[src/lsu_pkg.sv]
// ========================================
// Shared widths and bus structs of the load-store write-back path
// Tags are allocated outside and must be unique among live entries
// ========================================

package lsu_pkg;

    localparam int TAG_W  = 7;
    localparam int SEQ_W  = 8;   // Program order, compared with wrap-around
    localparam int ADDR_W = 32;
    localparam int DATA_W = 32;
    localparam int REG_W  = 5;

    // Request from the issue stage, 86 bits
    typedef struct packed {
        logic              valid;
        logic              is_store;
        logic [TAG_W-1:0]  tag;
        logic [SEQ_W-1:0]  seq;
        logic [REG_W-1:0]  dest;
        logic [ADDR_W-1:0] addr;
        logic [DATA_W-1:0] data;      // Store data, ignored for loads
    } mem_req_t;

    typedef struct packed {
        logic [SEQ_W-1:0]  seq;
        logic [REG_W-1:0]  dest;
        logic [ADDR_W-1:0] addr;
    } ld_payload_t;

    typedef struct packed {
        logic [SEQ_W-1:0]  seq;
        logic [ADDR_W-1:0] addr;
        logic [DATA_W-1:0] data;
    } st_payload_t;

    typedef struct packed {
        logic              valid;
        logic [TAG_W-1:0]  tag;
        logic [DATA_W-1:0] data;
    } mem_resp_t;

    // Write-back result, dest is zero for stores
    typedef struct packed {
        logic              valid;
        logic              is_store;
        logic [SEQ_W-1:0]  seq;
        logic [REG_W-1:0]  dest;
        logic [DATA_W-1:0] data;
    } wb_t;

endpackage

[src/pending_req_queue.sv]
// ========================================
// In-order pending queue, responses matched by tag on live entries
// A write to a truly full queue is dropped; flush overrides all
// ========================================
`timescale 1ns/1ps

module pending_req_queue #(
    parameter int  ENTRIES     = 8,
    parameter int  FULL_MARGIN = 2,
    parameter type payload_t   = lsu_pkg::ld_payload_t
) (
    input  logic                       clk_i,
    input  logic                       rstn_i,
    input  logic                       write_i,
    input  logic [lsu_pkg::TAG_W-1:0]  tag_i,
    input  payload_t                   payload_i,
    input  lsu_pkg::mem_resp_t         resp_i,
    input  logic                       cancel_i,      // Drop the youngest entry
    input  logic                       flush_i,
    input  logic                       advance_i,     // Pop the head
    output logic                       head_done_o,
    output payload_t                   head_payload_o,
    output logic [lsu_pkg::DATA_W-1:0] head_data_o,
    output logic                       full_o         // Almost full
);
    import lsu_pkg::*;

    localparam int PTR_W = (ENTRIES > 1) ? $clog2(ENTRIES) : 1;
    localparam int CNT_W = PTR_W + 1;
    localparam logic [PTR_W-1:0] LAST_IDX   = PTR_W'(ENTRIES - 1);
    localparam logic [CNT_W-1:0] DEPTH      = CNT_W'(ENTRIES);
    localparam logic [CNT_W-1:0] FULL_LEVEL = CNT_W'(ENTRIES - FULL_MARGIN);

    payload_t          payload_q [ENTRIES];
    logic [TAG_W-1:0]  tag_q     [ENTRIES];
    logic [DATA_W-1:0] data_q    [ENTRIES];
    logic [ENTRIES-1:0] done_q;              // Response seen per entry

    logic [PTR_W-1:0] head_q;   // Oldest entry
    logic [PTR_W-1:0] tail_q;   // Next free slot
    logic [CNT_W-1:0] count_q;

    logic [ENTRIES-1:0] live;
    logic [ENTRIES-1:0] resp_hit;
    logic write_en;
    logic cancel_en;
    logic advance_en;

    function automatic logic [PTR_W-1:0] next_ptr(input logic [PTR_W-1:0] ptr);
        return (ptr == LAST_IDX) ? '0 : ptr + 1'b1;
    endfunction

    function automatic logic [PTR_W-1:0] prev_ptr(input logic [PTR_W-1:0] ptr);
        return (ptr == '0) ? LAST_IDX : ptr - 1'b1;
    endfunction

    // Distance from head decides whether a slot holds a live entry
    function automatic logic is_live(input int idx, input logic [PTR_W-1:0] hd,
                                     input logic [CNT_W-1:0] cnt);
        int offset;
        offset = (idx >= int'(hd)) ? idx - int'(hd) : idx + ENTRIES - int'(hd);
        return offset < int'(cnt);
    endfunction

    assign advance_en = advance_i & (count_q != '0);
    assign write_en   = write_i & ~cancel_i & (count_q < DEPTH);
    // Never cancel the entry that is being popped in the same cycle
    assign cancel_en  = cancel_i & ~write_i & (count_q > CNT_W'(advance_en));

    always_comb begin
        for (int i = 0; i < ENTRIES; i++) begin
            live[i]     = is_live(i, head_q, count_q);
            resp_hit[i] = resp_i.valid & live[i] & (tag_q[i] == resp_i.tag);
        end
    end

    // Entry contents, the write lands after the response so it wins
    always_ff @(posedge clk_i) begin
        for (int i = 0; i < ENTRIES; i++) begin
            if (resp_hit[i]) begin
                data_q[i] <= resp_i.data;
            end
        end
        if (write_en) begin
            payload_q[tail_q] <= payload_i;
            tag_q[tail_q]     <= tag_i;
        end
    end

    always_ff @(posedge clk_i or negedge rstn_i) begin
        if (!rstn_i) begin
            done_q <= '0;
        end else begin
            for (int i = 0; i < ENTRIES; i++) begin
                if (resp_hit[i]) begin
                    done_q[i] <= 1'b1;
                end
            end
            if (write_en) begin
                done_q[tail_q] <= 1'b0;   // New entry waits for its response
            end
        end
    end

    always_ff @(posedge clk_i or negedge rstn_i) begin
        if (!rstn_i) begin
            head_q  <= '0;
            tail_q  <= '0;
            count_q <= '0;
        end else if (flush_i) begin
            head_q  <= '0;
            tail_q  <= '0;
            count_q <= '0;
        end else begin
            if (advance_en) begin
                head_q <= next_ptr(head_q);
            end
            if (write_en) begin
                tail_q <= next_ptr(tail_q);
            end else if (cancel_en) begin
                tail_q <= prev_ptr(tail_q);
            end
            count_q <= count_q + CNT_W'(write_en) - CNT_W'(advance_en)
                       - CNT_W'(cancel_en);
        end
    end

    assign head_done_o    = (count_q != '0) & done_q[head_q];
    assign head_payload_o = payload_q[head_q];
    assign head_data_o    = data_q[head_q];

    // Held high in reset and flush so the issue stage stalls
    assign full_o = (count_q >= FULL_LEVEL) | flush_i | ~rstn_i;

endmodule

[src/wb_select.sv]
// ========================================
// Combinational pick of the older finished queue head
// Sequence numbers compare with wrap, valid within half the range
// ========================================
`timescale 1ns/1ps

module wb_select (
    input  logic                       ld_done_i,
    input  lsu_pkg::ld_payload_t       ld_payload_i,
    input  logic [lsu_pkg::DATA_W-1:0] ld_data_i,
    input  logic                       st_done_i,
    input  lsu_pkg::st_payload_t       st_payload_i,
    input  logic [lsu_pkg::DATA_W-1:0] st_data_i,
    input  logic                       wb_ready_i,
    output lsu_pkg::wb_t               wb_o,
    output logic                       pop_ld_o,
    output logic                       pop_st_o
);
    import lsu_pkg::*;

    logic [SEQ_W-1:0] seq_diff;
    logic ld_older;
    logic pick_ld;
    logic pick_st;

    // Load is older when load seq minus store seq wraps negative
    assign seq_diff = ld_payload_i.seq - st_payload_i.seq;
    assign ld_older = seq_diff[SEQ_W-1];

    assign pick_ld = ld_done_i & (~st_done_i | ld_older);
    assign pick_st = st_done_i & ~pick_ld;

    always_comb begin
        wb_o = '0;
        if (pick_ld) begin
            wb_o.valid    = 1'b1;
            wb_o.is_store = 1'b0;
            wb_o.seq      = ld_payload_i.seq;
            wb_o.dest     = ld_payload_i.dest;
            wb_o.data     = ld_data_i;
        end else if (pick_st) begin
            wb_o.valid    = 1'b1;
            wb_o.is_store = 1'b1;
            wb_o.seq      = st_payload_i.seq;
            wb_o.dest     = '0;           // Stores have no destination
            wb_o.data     = st_data_i;
        end
    end

    // Head advances only when the consumer takes the result
    assign pop_ld_o = pick_ld & wb_ready_i;
    assign pop_st_o = pick_st & wb_ready_i;

endmodule

[src/lsu_wb_top.sv]
// ========================================
// Write-back side of the LSU, separate load and store queues
// Tag allocation and the memory itself live outside
// ========================================
`timescale 1ns/1ps

module lsu_wb_top #(
    parameter int LQ_ENTRIES  = 8,
    parameter int SQ_ENTRIES  = 4,
    parameter int FULL_MARGIN = 2
) (
    input  logic               clk_i,
    input  logic               rstn_i,
    input  lsu_pkg::mem_req_t  req_i,
    input  logic               cancel_i,
    input  logic               cancel_store_i,  // Cancel targets the store queue
    input  lsu_pkg::mem_resp_t resp_i,
    input  logic               flush_i,
    input  logic               wb_ready_i,
    output lsu_pkg::wb_t       wb_o,
    output logic               ld_full_o,
    output logic               st_full_o
);
    import lsu_pkg::*;

    ld_payload_t ld_payload;
    st_payload_t st_payload;
    ld_payload_t ld_head_payload;
    st_payload_t st_head_payload;
    logic [DATA_W-1:0] ld_head_data;
    logic [DATA_W-1:0] st_head_data;
    logic ld_write, st_write;
    logic ld_cancel, st_cancel;
    logic ld_done, st_done;
    logic pop_ld, pop_st;

    // Split by kind
    assign ld_write  = req_i.valid & ~req_i.is_store;
    assign st_write  = req_i.valid & req_i.is_store;
    assign ld_cancel = cancel_i & ~cancel_store_i;
    assign st_cancel = cancel_i & cancel_store_i;

    assign ld_payload.seq  = req_i.seq;
    assign ld_payload.dest = req_i.dest;
    assign ld_payload.addr = req_i.addr;

    assign st_payload.seq  = req_i.seq;
    assign st_payload.addr = req_i.addr;
    assign st_payload.data = req_i.data;

    pending_req_queue #(
        .ENTRIES     (LQ_ENTRIES),
        .FULL_MARGIN (FULL_MARGIN),
        .payload_t   (ld_payload_t)
    ) i_load_queue (
        .clk_i          (clk_i),
        .rstn_i         (rstn_i),
        .write_i        (ld_write),
        .tag_i          (req_i.tag),
        .payload_i      (ld_payload),
        .resp_i         (resp_i),
        .cancel_i       (ld_cancel),
        .flush_i        (flush_i),
        .advance_i      (pop_ld),
        .head_done_o    (ld_done),
        .head_payload_o (ld_head_payload),
        .head_data_o    (ld_head_data),
        .full_o         (ld_full_o)
    );

    pending_req_queue #(
        .ENTRIES     (SQ_ENTRIES),
        .FULL_MARGIN (FULL_MARGIN),
        .payload_t   (st_payload_t)
    ) i_store_queue (
        .clk_i          (clk_i),
        .rstn_i         (rstn_i),
        .write_i        (st_write),
        .tag_i          (req_i.tag),
        .payload_i      (st_payload),
        .resp_i         (resp_i),         // Broadcast, tags are unique
        .cancel_i       (st_cancel),
        .flush_i        (flush_i),
        .advance_i      (pop_st),
        .head_done_o    (st_done),
        .head_payload_o (st_head_payload),
        .head_data_o    (st_head_data),
        .full_o         (st_full_o)
    );

    wb_select i_wb_select (
        .ld_done_i    (ld_done),
        .ld_payload_i (ld_head_payload),
        .ld_data_i    (ld_head_data),
        .st_done_i    (st_done),
        .st_payload_i (st_head_payload),
        .st_data_i    (st_head_data),
        .wb_ready_i   (wb_ready_i),
        .wb_o         (wb_o),
        .pop_ld_o     (pop_ld),
        .pop_st_o     (pop_st)
    );

endmodule

[config.mk]
export PLATFORM = sky130hd
export DESIGN_NAME = lsu_wb_top
export DESIGN_NICKNAME = d
export VERILOG_FILES = /design/src/lsu_pkg.sv /design/src/pending_req_queue.sv /design/src/wb_select.sv /design/src/lsu_wb_top.sv
export SDC_FILE = /design/constraint.sdc
export NUM_CORES = 1
export LEC_CHECK = 0
export BUFFER_PORTS_ARGS = -buffer_cell sky130_fd_sc_hd__buf_2
export CORE_MARGIN = 5
export CORE_UTILIZATION = 45
export CTS_CLUSTER_DIAMETER = 200
export CTS_CLUSTER_SIZE = 40
export DETAILED_ROUTE_END_ITERATION = 8
export PLACE_DENSITY_LB_ADDON = 0.1
export SYNTH_ARGS = -nofsm -noshare
export SYNTH_HDL_FRONTEND = slang
export SYNTH_HIERARCHICAL = 1
export SYNTH_SLANG_ARGS = --single-unit
[constraint.sdc]
create_clock -name clk_i -period 8.1 [get_ports clk_i]
set_input_delay 0.405 -clock clk_i [delete_from_list [all_inputs] [get_ports clk_i]]
set_output_delay 0.405 -clock clk_i [all_outputs]
set_load 0.02 [all_outputs]
==> results.md <==
* Drt total wl at 58680 um
* TritonCTS Buffers at 19
* Leakage power at 9.446 nW
* Final Hold Vio Count at 0
* Post-Syn Nets at between 1500 and 2000
* Minimum clock period at 5.571 ns
* Initial antenna violation count at 2
* Fillers at 4985
* Drt first pass iters at 5
* Syn_area_per_cell at between 15 and 20 um^2
* Clock share of power at 25.1%
* Drc violations at 0
* Worst VDD drop at 167.0 uV
* Total power at approximately 5.4 mW
* Overall routing resource usage at 18.08%
* Initial Util at 45.26%
* Final std cells w/o fill at 2348
* Crit path launch type: flop
* Clock Skew at 0.03614 ns
* Final ANT Viol Nets at 0
* CP endpoint: i_store_queue/count_q[2]
* DR iter-0 viols at between 1000 and 1500
* TritonCTS clock tree: yes
* Slew Viols, Final at 0
* Root Buffer: clkbuf_16
* Clk buf depth at 3
* Reg-to-Reg Start: i_store_queue/head_q[0]
* FF-to-FF path depth at 20
* Worst Tran Pin Value at 1.243 ns
* Endpoints failing setup at 0
* Gate power share at under 10%
* Max-capacitance violation count at 0
* WS Path Type: flop to flop
* IO Pins at roughly 180
* Area growth, synth to finish at 7.645%
* Gate Count Post-Synth at between 1000 and 1500
* Flop pwr share at 67.5%
* Clk pin slew, worst setup/hold paths at 0.16 ns
* Max Freq at 179.5 MHz
* Area of the die at 64100 um^2
* R2R setup slack at 2.53 ns
* Clock latency at the later pin of the worst-skew pair at 0.59 ns
* Max FO, Critical Path at 26
* Endpoint type of the worst setup path: flop
* Post-Syn Area at 26610 um^2
* Remaining Overflow, GRT at 0
* Cts repair resizes at 0
* Vias at 13081
* First-pass GRT wire length at between 80000 and 90000 um
* Worst min path class: primary input to flop
* Die Y at 253.2 um
* Core box area at 58800 um^2
* Pwr/cell area at between 150 and 200 nW/um^2
* Max-slew headroom at about 15%
* Yosys Warn Count at 6
* Crit path DAT at 6.05 ns
* RSZ-0062 raised after global routing: false
* Pin count of the biggest net entering global routing at 55
* Pint at 4.245 mW
* Worst reg2reg path endpoint: i_store_queue/count_q[2]
* H-tree levels at 1
* Commonest non-fill, non-tap cell in the layout: edfxtp_1
* Switching Share at around 22%
* Vias in the first global route at 13376
* CP Data Required Time at 8.58 ns
* DP Cell Count at 2313
* Die Wd at 253.2 um
* Most frequent cells in the layout: edfxtp_1, nand2_1, mux4_2
* Worst Setup SP: i_store_queue/head_q[0]
* Post-DP HPWL at between 30000 and 40000 um
* I/O Buffers at 116
* Layout net count at ~1800
* Status: finished clean
* Clock Sink Count at 633
* Final core utilization at 48.72%
* Avg WL per Cell at 24.99 um
* Layout cells sized above 1 at 22.30%
* Crit share post-route at around 69%
* Cell Rows at slightly below 90
* Net Sw Power at 1.197 mW
* Setup TNS Final at 0 ns
* Gpl congestion at 0.7494
* Via density at 5.571
[metrics by stage]
step	worst slack, ns	cell area (um^2)	hold WS, ns
3_5_place_dp	2.461	28100	0.4847
2_1_floorplan	3.091	26610	0.1094
3_3_place_gp	2.531	28100	0.4681
5_1_grt	2.138	28640	0.06775
6_report	2.529	28650	0.08260
4_1_cts	2.421	28640	0.05751
[critical path, cell delays in order (launching register included)]
cell and delay [ns]:
dfrtp_4 0.80, buf_4 0.63, mux4_2 0.62, inv_1 0.08, ha_1 0.22, o21ai_1 0.13, nor3_1 0.34, nor3_4 0.08
and2_1 0.21, o31ai_1 0.22, inv_1 0.11, ha_1 0.30, nor2_1 0.04, o311a_1 0.33, inv_1 0.11, fa_1 0.42
ha_1 0.20, ha_1 0.20, xnor2_1 0.19, xnor2_1 0.14, nor2_1 0.05
[registers in the layout, summed over array words and instances, names as in the netlist]
name,flops
i_load_queue/done_q,8
i_load_queue/data_q,256
i_load_queue/tail_q,3
i_load_queue/count_q,4
i_store_queue/done_q,4
i_store_queue/count_q,3
i_store_queue/data_q,128
i_store_queue/tag_q,28
i_store_queue/head_q,2
i_load_queue/tag_q,56
i_store_queue/payload_q,32
i_load_queue/head_q,3
i_store_queue/tail_q,2
i_load_queue/payload_q,104
[repair_timing]
item / CTS / global route
hold buffers: 1 / 0
endpoints found under the setup margin: 0 / 0
buffers inserted: 0 / 0
hold endpoints to repair: 29 / 0
[worst min-delay path by stage]
stage / from / to / slack, ns / cells after the start
after floorplan: rstn_i / i_load_queue/count_q[0] / 0.11 / 0
after global placement: i_load_queue/done_q[7] / i_load_queue/done_q[7] / 0.47 / 1
after detailed placement: i_load_queue/done_q[7] / i_load_queue/done_q[7] / 0.48 / 1
after CTS: req_i[64] / i_load_queue/payload_q[7][32] / 0.06 / 1
after global routing: req_i[64] / i_load_queue/payload_q[3][32] / 0.07 / 1
final: req_i[65] / i_load_queue/payload_q[5][33] / 0.08 / 1
[power by group through the flow]
| stage | sequential (mW) | combinational [mW] | clock (mW) |
|---|---|---|---|
| after floorplan | 3.74 | 0.247 | 0 |
| after global placement | 3.74 | 0.399 | 0 |
| after detailed placement | 3.75 | 0.409 | 0 |
| after CTS | 3.67 | 0.411 | 1.42 |
| after global routing | 3.68 | 0.453 | 1.51 |
| final | 3.67 | 0.406 | 1.36 |
[cell type report]
type	count	area, um^2	area share, %
flip-flops and latches	633	18880	65.90
inverters	58	217.7	0.7600
multi-input cells	701	7217	25.19
diodes	1	2.502	0.008736
repair buffers	149	830.8	2.900
clock inverters	1	8.758	0.03058
clock buffers	32	524.3	1.830
well taps	773	967.2	3.376
[metal layers]
metal / part of all wire, % / wire length (um) / up-vias / global-route usage [%]
met2: 50 / 29510 / 194 / 31.16
met3: 2.9 / 1725 / 36 / 1.684
met5: 0.022 / 13 / - / 0
met4: 1.1 / 650 / 2 / 2.005
met1: 46 / 26780 / 6980 / 26.30
li1: - / - / 5869 / -
Note: power is estimated with default switching activity, not from simulation.
